==> config.mk <==
export PLATFORM = sky130hd
export DESIGN_NAME = instr_decoder
export DESIGN_NICKNAME = d
export VERILOG_FILES = /design/src/verilog/decode_pkg.sv /design/src/verilog/funct_ctrl_if.sv /design/src/verilog/funct_decoder.sv /design/src/verilog/mem_decoder.sv /design/src/verilog/branch_decoder.sv /design/src/verilog/main_decoder.sv /design/src/verilog/instr_decoder.sv
export VERILOG_INCLUDE_DIRS = /design/src /design/src/verilog
export SDC_FILE = /design/constraint.sdc
export NUM_CORES = 1
export LEC_CHECK = 0
export BUFFER_PORTS_ARGS = -buffer_cell sky130_fd_sc_hd__buf_2
export CORE_MARGIN = 5
export CORE_UTILIZATION = 42
export DETAILED_ROUTE_END_ITERATION = 6
export PLACE_DENSITY_LB_ADDON = 0.15
export SYNTH_ARGS = -nofsm -noshare
export SYNTH_HDL_FRONTEND = slang
export SYNTH_SLANG_ARGS = --single-unit
export TNS_END_PERCENT = 50
==> constraint.sdc <==
create_clock -name vclk -period 1.7
set_clock_uncertainty 0.1 [all_clocks]
set_input_delay 0.17 -clock vclk [all_inputs]
set_output_delay 0.17 -clock vclk [all_outputs]
set_load 0.005 [all_outputs]
==> src/verilog/decode_cfg.svh <==
`ifndef DECODE_CFG_SVH
`define DECODE_CFG_SVH

// instruction field widths
`define OPCODE_W    6
`define FUNCT_W     6
`define REG_ADDR_W  5
`define ALU_CTRL_W  4

////////////////////////////////////////
// opcodes
`define OP_SPECIAL  6'b000000
`define OP_REGIMM   6'b000001
`define OP_J        6'b000010
`define OP_JAL      6'b000011
`define OP_BEQ      6'b000100
`define OP_BNE      6'b000101
`define OP_BLEZ     6'b000110
`define OP_BGTZ     6'b000111
`define OP_ADDI     6'b001000
`define OP_ADDIU    6'b001001
`define OP_SLTI     6'b001010
`define OP_SLTIU    6'b001011
`define OP_ANDI     6'b001100
`define OP_ORI      6'b001101
`define OP_XORI     6'b001110
`define OP_LUI      6'b001111
`define OP_LB       6'b100000
`define OP_LH       6'b100001
`define OP_LW       6'b100011
`define OP_LBU      6'b100100
`define OP_LHU      6'b100101
`define OP_SB       6'b101000
`define OP_SH       6'b101001
`define OP_SW       6'b101011

////////////////////////////////////////
// funct codes of SPECIAL
`define FN_SLL      6'b000000
`define FN_SRL      6'b000010
`define FN_SRA      6'b000011
`define FN_SLLV     6'b000100
`define FN_SRLV     6'b000110
`define FN_SRAV     6'b000111
`define FN_JR       6'b001000
`define FN_JALR     6'b001001
`define FN_MFHI     6'b010000
`define FN_MTHI     6'b010001
`define FN_MFLO     6'b010010
`define FN_MTLO     6'b010011
`define FN_MULT     6'b011000
`define FN_MULTU    6'b011001
`define FN_DIV      6'b011010
`define FN_DIVU     6'b011011
`define FN_ADD      6'b100000
`define FN_ADDU     6'b100001
`define FN_SUB      6'b100010
`define FN_SUBU     6'b100011
`define FN_AND      6'b100100
`define FN_OR       6'b100101
`define FN_XOR      6'b100110
`define FN_NOR      6'b100111
`define FN_SLT      6'b101010
`define FN_SLTU     6'b101011

// REGIMM rt codes
`define RT_BLTZ     5'd0
`define RT_BGEZ     5'd1

////////////////////////////////////////
// control word field codes
`define ALU_AND     4'd0
`define ALU_OR      4'd1
`define ALU_ADD     4'd2
`define ALU_SUB     4'd3
`define ALU_XOR     4'd4
`define ALU_NOR     4'd5
`define ALU_SLL     4'd6
`define ALU_SRL     4'd7
`define ALU_SRA     4'd8
`define ALU_SLT     4'd9
`define ALU_SLTU    4'd10

`define EXT_SIGN    2'd0
`define EXT_ZERO    2'd1
`define EXT_LUI     2'd2

`define DST_RT      2'd0
`define DST_RD      2'd1
`define DST_RA      2'd2   // $31 for jal

`define WB_ALU      2'd0
`define WB_MEM      2'd1
`define WB_LINK     2'd2
`define WB_HILO     2'd3

`define PC_SEQ      2'd0
`define PC_REG      2'd1
`define PC_TARGET   2'd2

`define DATA_WORD   3'd0
`define DATA_LBU    3'd1
`define DATA_LB     3'd2
`define DATA_LHU    3'd3
`define DATA_LH     3'd4

`define MD_MULT     2'd0
`define MD_MULTU    2'd1
`define MD_DIV      2'd2
`define MD_DIVU     2'd3

`endif

==> src/verilog/decode_pkg.sv <==
`default_nettype none

`include "decode_cfg.svh"

package decode_pkg;

    // instruction fields
    typedef logic [`OPCODE_W-1:0]   opcode_t;
    typedef logic [`FUNCT_W-1:0]    funct_t;
    typedef logic [`REG_ADDR_W-1:0] reg_addr_t;

    ////////////////////////////////////////
    // control word fields
    typedef logic [`ALU_CTRL_W-1:0] alu_ctrl_t;
    typedef logic [1:0]             ext_op_t;     // EXT_*
    typedef logic [1:0]             reg_dst_t;    // DST_*
    typedef logic [1:0]             wb_sel_t;     // WB_*
    typedef logic [1:0]             pc_sel_t;     // PC_*
    typedef logic [1:0]             multdiv_op_t; // MD_*
    typedef logic [2:0]             data_op_t;    // load width and sign

endpackage

`default_nettype wire

==> src/verilog/funct_ctrl_if.sv <==
`timescale 1ns/1ps
`default_nettype none

interface funct_ctrl_if;
    import decode_pkg::*;

    alu_ctrl_t   alu_ctrl;
    logic        alu_a_shamt;  // shift amount from instr[10:6]
    logic        reg_write;
    wb_sel_t     wb_sel;
    pc_sel_t     pc_sel;
    multdiv_op_t multdiv_op;
    logic        start;
    logic        mthi;
    logic        mtlo;
    logic        mfhi;
    logic        mflo;

    modport source (
        output alu_ctrl, alu_a_shamt, reg_write, wb_sel, pc_sel,
        output multdiv_op, start, mthi, mtlo, mfhi, mflo
    );

    modport sink (
        input alu_ctrl, alu_a_shamt, reg_write, wb_sel, pc_sel,
        input multdiv_op, start, mthi, mtlo, mfhi, mflo
    );

endinterface

`default_nettype wire

==> src/verilog/funct_decoder.sv <==
`timescale 1ns/1ps
`default_nettype none

`include "decode_cfg.svh"

module funct_decoder (
    input  decode_pkg::funct_t func,
    funct_ctrl_if.source       ctrl
);

    ////////////////////////////////////////
    // ALU operation
    always_comb begin
        case (func)
            `FN_ADD, `FN_ADDU:  ctrl.alu_ctrl = `ALU_ADD;
            `FN_SUB, `FN_SUBU:  ctrl.alu_ctrl = `ALU_SUB;
            `FN_OR:             ctrl.alu_ctrl = `ALU_OR;
            `FN_XOR:            ctrl.alu_ctrl = `ALU_XOR;
            `FN_NOR:            ctrl.alu_ctrl = `ALU_NOR;
            `FN_SLL, `FN_SLLV:  ctrl.alu_ctrl = `ALU_SLL;
            `FN_SRL, `FN_SRLV:  ctrl.alu_ctrl = `ALU_SRL;
            `FN_SRA, `FN_SRAV:  ctrl.alu_ctrl = `ALU_SRA;
            `FN_SLT:            ctrl.alu_ctrl = `ALU_SLT;
            `FN_SLTU:           ctrl.alu_ctrl = `ALU_SLTU;
            default:            ctrl.alu_ctrl = `ALU_AND; // and, jumps, hi/lo, mult/div
        endcase
    end

    assign ctrl.alu_a_shamt = func inside {`FN_SLL, `FN_SRL, `FN_SRA};

    // jr, mthi/mtlo and mult/div leave the register file alone
    assign ctrl.reg_write = func inside {
        `FN_SLL, `FN_SRL, `FN_SRA, `FN_SLLV, `FN_SRLV, `FN_SRAV,
        `FN_JALR, `FN_MFHI, `FN_MFLO,
        `FN_ADD, `FN_ADDU, `FN_SUB, `FN_SUBU,
        `FN_AND, `FN_OR, `FN_XOR, `FN_NOR, `FN_SLT, `FN_SLTU
    };

    ////////////////////////////////////////
    // write-back, pc and hi/lo unit
    always_comb begin
        ctrl.wb_sel     = `WB_ALU;
        ctrl.pc_sel     = `PC_SEQ;
        ctrl.multdiv_op = `MD_MULT;
        ctrl.start      = 1'b0;
        ctrl.mthi       = 1'b0;
        ctrl.mtlo       = 1'b0;
        ctrl.mfhi       = 1'b0;
        ctrl.mflo       = 1'b0;
        case (func)
            `FN_JR:   ctrl.pc_sel = `PC_REG;
            `FN_JALR: begin
                ctrl.pc_sel = `PC_REG;
                ctrl.wb_sel = `WB_LINK;
            end
            `FN_MFHI: begin
                ctrl.wb_sel = `WB_HILO;
                ctrl.mfhi   = 1'b1;
            end
            `FN_MFLO: begin
                ctrl.wb_sel = `WB_HILO;
                ctrl.mflo   = 1'b1;
            end
            `FN_MTHI: ctrl.mthi = 1'b1;
            `FN_MTLO: ctrl.mtlo = 1'b1;
            `FN_MULT: ctrl.start = 1'b1;
            `FN_MULTU: begin
                ctrl.start      = 1'b1;
                ctrl.multdiv_op = `MD_MULTU;
            end
            `FN_DIV: begin
                ctrl.start      = 1'b1;
                ctrl.multdiv_op = `MD_DIV;
            end
            `FN_DIVU: begin
                ctrl.start      = 1'b1;
                ctrl.multdiv_op = `MD_DIVU;
            end
            default: ;
        endcase
    end

endmodule

`default_nettype wire

==> src/verilog/mem_decoder.sv <==
`timescale 1ns/1ps
`default_nettype none

`include "decode_cfg.svh"

module mem_decoder (
    input  decode_pkg::opcode_t  op,
    output logic                 load,
    output logic                 store,
    output logic                 mem_read,
    output logic                 mem_write,
    output logic                 sh,
    output logic                 sb,
    output decode_pkg::data_op_t data_op
);

    always_comb begin
        load    = 1'b0;
        store   = 1'b0;
        sh      = 1'b0;
        sb      = 1'b0;
        data_op = `DATA_WORD;
        case (op)
            `OP_LW:  load = 1'b1;
            `OP_LB: begin
                load    = 1'b1;
                data_op = `DATA_LB;
            end
            `OP_LBU: begin
                load    = 1'b1;
                data_op = `DATA_LBU;
            end
            `OP_LH: begin
                load    = 1'b1;
                data_op = `DATA_LH;
            end
            `OP_LHU: begin
                load    = 1'b1;
                data_op = `DATA_LHU;
            end
            `OP_SW:  store = 1'b1;
            `OP_SH: begin
                store = 1'b1;
                sh    = 1'b1;
            end
            `OP_SB: begin
                store = 1'b1;
                sb    = 1'b1;
            end
            default: ;
        endcase
    end

    assign mem_read  = load;
    assign mem_write = store;

endmodule

`default_nettype wire

==> src/verilog/branch_decoder.sv <==
`timescale 1ns/1ps
`default_nettype none

`include "decode_cfg.svh"

module branch_decoder (
    input  decode_pkg::opcode_t   op,
    input  decode_pkg::reg_addr_t rt,
    output logic                  hit,
    output logic                  link,
    output logic                  beq,
    output logic                  bne,
    output logic                  blez,
    output logic                  bgtz,
    output logic                  bgez,
    output logic                  bltz,
    output logic                  jump,
    output decode_pkg::pc_sel_t   pc_sel
);

    always_comb begin
        hit  = 1'b1;
        link = 1'b0;
        beq  = 1'b0;
        bne  = 1'b0;
        blez = 1'b0;
        bgtz = 1'b0;
        bgez = 1'b0;
        bltz = 1'b0;
        jump = 1'b0;
        case (op)
            `OP_BEQ:  beq  = 1'b1;
            `OP_BNE:  bne  = 1'b1;
            `OP_BLEZ: blez = 1'b1;
            `OP_BGTZ: bgtz = 1'b1;
            `OP_REGIMM: begin  // unknown rt still counts as a hit
                bgez = (rt == `RT_BGEZ);
                bltz = (rt == `RT_BLTZ);
            end
            `OP_J:    jump = 1'b1;
            `OP_JAL: begin
                jump = 1'b1;
                link = 1'b1;
            end
            default:  hit = 1'b0;
        endcase
    end

    assign pc_sel = hit ? `PC_TARGET : `PC_SEQ;

endmodule

`default_nettype wire

==> src/verilog/main_decoder.sv <==
`timescale 1ns/1ps
`default_nettype none

`include "decode_cfg.svh"

module main_decoder (
    input  decode_pkg::opcode_t     op,
    funct_ctrl_if.sink              fctl,
    input  logic                    br_hit,
    input  logic                    br_link,
    input  logic                    load,
    input  logic                    store,
    output decode_pkg::alu_ctrl_t   alu_ctrl,
    output decode_pkg::reg_dst_t    reg_dst,
    output logic                    alu_a_src,
    output logic                    alu_b_src,
    output logic                    reg_write,
    output decode_pkg::wb_sel_t     mem_to_reg,
    output decode_pkg::ext_op_t     ext_op,
    output decode_pkg::pc_sel_t     pc_sel_base,
    output decode_pkg::multdiv_op_t multdiv_op,
    output logic                    start,
    output logic                    mthi,
    output logic                    mtlo,
    output logic                    mfhi,
    output logic                    mflo
);

    logic imm_alu;

    assign imm_alu = op inside {`OP_ADDI, `OP_ADDIU, `OP_SLTI, `OP_SLTIU,
                                `OP_ANDI, `OP_ORI, `OP_XORI, `OP_LUI};

    always_comb begin
        alu_ctrl    = `ALU_AND;
        reg_dst     = `DST_RT;
        alu_a_src   = 1'b0;
        alu_b_src   = 1'b0;
        reg_write   = 1'b0;
        mem_to_reg  = `WB_ALU;
        ext_op      = `EXT_SIGN;
        pc_sel_base = `PC_SEQ;
        multdiv_op  = `MD_MULT;
        start       = 1'b0;
        mthi        = 1'b0;
        mtlo        = 1'b0;
        mfhi        = 1'b0;
        mflo        = 1'b0;
        if (op == `OP_SPECIAL) begin  // R-type fields from funct
            alu_ctrl    = fctl.alu_ctrl;
            reg_dst     = `DST_RD;
            alu_a_src   = fctl.alu_a_shamt;
            reg_write   = fctl.reg_write;
            mem_to_reg  = fctl.wb_sel;
            pc_sel_base = fctl.pc_sel;
            multdiv_op  = fctl.multdiv_op;
            start       = fctl.start;
            mthi        = fctl.mthi;
            mtlo        = fctl.mtlo;
            mfhi        = fctl.mfhi;
            mflo        = fctl.mflo;
        end else if (br_hit) begin
            if (br_link) begin  // jal
                reg_dst    = `DST_RA;
                mem_to_reg = `WB_LINK;
                reg_write  = 1'b1;
            end
        end else if (load || store) begin  // base + offset
            alu_ctrl   = `ALU_ADD;
            alu_b_src  = 1'b1;
            reg_write  = load;
            mem_to_reg = load ? `WB_MEM : `WB_ALU;
        end else if (imm_alu) begin
            alu_b_src = 1'b1;
            reg_write = 1'b1;
            case (op)
                `OP_SLTI:  alu_ctrl = `ALU_SLT;
                `OP_SLTIU: alu_ctrl = `ALU_SLTU;
                `OP_ANDI:  alu_ctrl = `ALU_AND;
                `OP_ORI:   alu_ctrl = `ALU_OR;
                `OP_XORI:  alu_ctrl = `ALU_XOR;
                default:   alu_ctrl = `ALU_ADD;  // addi, addiu, lui
            endcase
            if (op inside {`OP_ANDI, `OP_ORI, `OP_XORI})
                ext_op = `EXT_ZERO;
            else if (op == `OP_LUI)
                ext_op = `EXT_LUI;
        end
    end

endmodule

`default_nettype wire

==> src/verilog/instr_decoder.sv <==
`timescale 1ns/1ps
`default_nettype none

module instr_decoder (
    input  decode_pkg::opcode_t     op,
    input  decode_pkg::funct_t      func,
    input  decode_pkg::reg_addr_t   rt,
    output decode_pkg::alu_ctrl_t   alu_ctrl,
    output decode_pkg::reg_dst_t    reg_dst,
    output logic                    alu_a_src,
    output logic                    alu_b_src,
    output logic                    reg_write,
    output logic                    mem_read,
    output logic                    mem_write,
    output decode_pkg::wb_sel_t     mem_to_reg,
    output decode_pkg::ext_op_t     ext_op,
    output logic                    if_beq,
    output logic                    if_bne,
    output logic                    if_blez,
    output logic                    if_bgez,
    output logic                    if_bltz,
    output logic                    if_bgtz,
    output logic                    if_j,
    output decode_pkg::pc_sel_t     pc_sel,
    output logic                    if_sh,
    output logic                    if_sb,
    output decode_pkg::data_op_t    data_op,
    output decode_pkg::multdiv_op_t multdiv_op,
    output logic                    start,
    output logic                    if_mthi,
    output logic                    if_mtlo,
    output logic                    if_mfhi,
    output logic                    if_mflo
);
    import decode_pkg::*;

    pc_sel_t br_pc_sel;
    pc_sel_t pc_sel_base;
    logic    br_hit;
    logic    br_link;
    logic    load;
    logic    store;

    funct_ctrl_if fctl_if ();

    ////////////////////////////////////////
    // field decoders
    funct_decoder u_funct (
        .func (func),
        .ctrl (fctl_if.source)
    );

    mem_decoder u_mem (
        .op        (op),
        .load      (load),
        .store     (store),
        .mem_read  (mem_read),
        .mem_write (mem_write),
        .sh        (if_sh),
        .sb        (if_sb),
        .data_op   (data_op)
    );

    branch_decoder u_branch (
        .op     (op),
        .rt     (rt),
        .hit    (br_hit),
        .link   (br_link),
        .beq    (if_beq),
        .bne    (if_bne),
        .blez   (if_blez),
        .bgtz   (if_bgtz),
        .bgez   (if_bgez),
        .bltz   (if_bltz),
        .jump   (if_j),
        .pc_sel (br_pc_sel)
    );

    ////////////////////////////////////////
    // control word
    main_decoder u_main (
        .op          (op),
        .fctl        (fctl_if.sink),
        .br_hit      (br_hit),
        .br_link     (br_link),
        .load        (load),
        .store       (store),
        .alu_ctrl    (alu_ctrl),
        .reg_dst     (reg_dst),
        .alu_a_src   (alu_a_src),
        .alu_b_src   (alu_b_src),
        .reg_write   (reg_write),
        .mem_to_reg  (mem_to_reg),
        .ext_op      (ext_op),
        .pc_sel_base (pc_sel_base),
        .multdiv_op  (multdiv_op),
        .start       (start),
        .mthi        (if_mthi),
        .mtlo        (if_mtlo),
        .mfhi        (if_mfhi),
        .mflo        (if_mflo)
    );

    assign pc_sel = br_hit ? br_pc_sel : pc_sel_base;  // branch target wins

endmodule

`default_nettype wire

==> results.sh <==
export IMPL_layout_sequential_cells=0
export IMPL_min_delay_path_class="in -> out"
export IMPL_total_core_area_mm2=0.00151
export IMPL_finalNetCount=180
export IMPL_drive_gt1_frac=0.478
export IMPL_setup_violations=0
export IMPL_fmaxAchievable_mhz=597
export IMPL_antenna_cells=0
export IMPL_grt_antenna_before_repair=0
export IMPL_max_vdd_ir_drop_mv=0.158
export IMPL_route_antenna_remaining_nets=0
export IMPL_post_route_min_period_ns=1.68
export IMPL_final_core_utilization=0.672
export IMPL_drt_vias_per_instance=5.83
export IMPL_post_cts_hold_buffer_count=0
export IMPL_detailedRoute_firstIterationViolations=34
export IMPL_number_of_global_route_vias_before_repair=893
export IMPL_final_seq_area_um2=0
export IMPL_clock_buffer_count=0
export IMPL_io_buffers=53
export IMPL_p_leak_nw=0.511
export IMPL_critPathMaxFanout=6
export IMPL_hpwlAfterDp_um=1860
export IMPL_floorplan_die_area_mm2=0.00248
export IMPL_hold_slack_ns=0.466
export IMPL_worstPathArrival_ns=1.41
export IMPL_synth_cells=108
export IMPL_overflow=0
export IMPL_number_of_remaining_drc_errors=0
export IMPL_synth_net_count=125
export IMPL_synth_cell_area_um2=664
export IMPL_power_density_mw_per_mm2=182
export IMPL_grt_first_pass_wirelength_um=3950
export IMPL_dr_total_vias=1032
export IMPL_yosysWarningCount=0
export IMPL_power_mw=0.185
export IMPL_hold_viol=0
export IMPL_slew_headroom=0.762
export IMPL_post_place_ws_ns=0.00304
export IMPL_setup_worst_path_class="in -> out"
export IMPL_starting_utilization_of_the_core_area=0.441
export IMPL_grt_util_all_layers=0.183
export IMPL_start_kind="primary input"
export IMPL_timing_critical_path_to_type="primary output"
export IMPL_routabilityCongestion=0.813
export IMPL_rows=14
export IMPL_fillers=151
export IMPL_grt_start_max_net_pins=20
export IMPL_floorplan_die_width_um=49.8
export IMPL_min_delay_path_depth=3
export IMPL_floorplan_die_height_um=49.8
export IMPL_rsz0062_at_grt="true"
export IMPL_layout_setup_ws_ns=0.0241
export IMPL_wl_per_cell_um=13.6
export IMPL_setup_total_negative_slack_ns=0
export IMPL_required_ns=1.43
export IMPL_yosysSeqAreaShare=0
export IMPL_period_utilization=0.986
export IMPL_drtPass1Iterations=4
export IMPL_cts_post_setup_buffers_inserted=0
export IMPL_flow_area_growth_from_synthesis_pct=52.4
export IMPL_run_status="finished clean"
export IMPL_synth_cell_types=44
export IMPL_io_pin_count=53
export IMPL_avg_inst_size_synth_um2=6.15
export IMPL_report_final_slew_viol_count=0
export IMPL_tightestPinTransition_ns=0.357
export IMPL_max_cap_violations=0
export IMPL_wl_um=2410
-- layout by cell type, fill, tap and decap left out, types with 5 or more instances in the layout --
cell	instances
sky130_fd_sc_hd__nor4_1	6
sky130_fd_sc_hd__o21ai_0	5
sky130_fd_sc_hd__buf_4	13
sky130_fd_sc_hd__nand2_1	5
sky130_fd_sc_hd__nand2b_1	5
sky130_fd_sc_hd__nor2_1	21
sky130_fd_sc_hd__buf_2	50
sky130_fd_sc_hd__nor3_1	5
-- synthesized netlist by cell type (2+ instances only) --
cell | instances | area share
sky130_fd_sc_hd__nor4_1 | 7 | 0.066
sky130_fd_sc_hd__and2_1 | 2 | 0.019
sky130_fd_sc_hd__buf_6 | 2 | 0.034
sky130_fd_sc_hd__inv_1 | 3 | 0.017
sky130_fd_sc_hd__o21ai_0 | 5 | 0.038
sky130_fd_sc_hd__o22ai_1 | 2 | 0.019
sky130_fd_sc_hd__nand2_1 | 5 | 0.028
sky130_fd_sc_hd__a31oi_1 | 2 | 0.019
sky130_fd_sc_hd__nor2_1 | 21 | 0.12
sky130_fd_sc_hd__nand3b_1 | 3 | 0.034
sky130_fd_sc_hd__clkbuf_1 | 8 | 0.045
sky130_fd_sc_hd__o31ai_1 | 2 | 0.023
sky130_fd_sc_hd__nor3_1 | 5 | 0.038
sky130_fd_sc_hd__nor2b_1 | 3 | 0.028
sky130_fd_sc_hd__nor4_4 | 2 | 0.064
sky130_fd_sc_hd__a21oi_1 | 3 | 0.023
sky130_fd_sc_hd__a22oi_1 | 2 | 0.023
sky130_fd_sc_hd__nand2b_1 | 5 | 0.047
-- report_power, final --
part	internal (mW)	switching, mW	leakage (nW)
Sequential	0	0	0
Combinational	0.0836	0.101	0.511
Clock	0	0	0
Total	0.0836	0.101	0.511
-- kinds of logic after synthesis --
| group | after synthesis | share of synthesized area |
|---|---|---|
| AND/OR/NAND/NOR | 64 | 0.576 |
| buffers and inverters | 16 | 0.121 |
| AO/OA/AOI/OAI | 26 | 0.275 |
| multiplexers | 1 | 0.0151 |
| XOR/XNOR | 1 | 0.0132 |
-- metal layers --
metal | up-vias | part of all wire | wire [um] | global-route usage
met5 | - | 0 | 0 | 0
met1 | 477 | 0.44 | 1060 | 0.254
met4 | 0 | 0.0046 | 11 | 0.00873
met2 | 44 | 0.47 | 1130 | 0.305
li1 | 509 | - | - | -
met3 | 2 | 0.087 | 209 | 0.0331
-- critical path, cell delays in order --
cell and delay [ns]:
sky130_fd_sc_hd__buf_8 0.10, sky130_fd_sc_hd__or4_4 0.60, sky130_fd_sc_hd__nor4_4 0.24, sky130_fd_sc_hd__nand2_1 0.08, sky130_fd_sc_hd__nor2_1 0.09, sky130_fd_sc_hd__buf_2 0.11
-- path summary, 6_finish.rpt --
check             startpoint  endpoint  slack [ns]
setup / recovery       op[5]   if_bltz        0.02
hold / removal         rt[0]   if_bltz        0.47
-- final cells by class --
cell class	instances	area, um^2	share of cell area
Timing Repair Buffer	66	385	0.381
Multi-Input combinational cell	92	596	0.588
Tap cell	16	20.0	0.0198
Inverter	3	11.3	0.0111
-- per-stage QoR --
step	instances	instance area, um^2
global route	177	1010
global placement	177	978
finish	177	1010
CTS	177	985
floorplan	108	664
detailed placement	177	978
-- repair_timing --
| action | in CTS | in global routing |
|---|---|---|
| endpoints found under the setup margin | 1 | 8 |
| pin swaps | 0 | 1 |
| gates resized for setup | 1 | 10 |
Note: power is estimated with default switching activity, not from simulation.
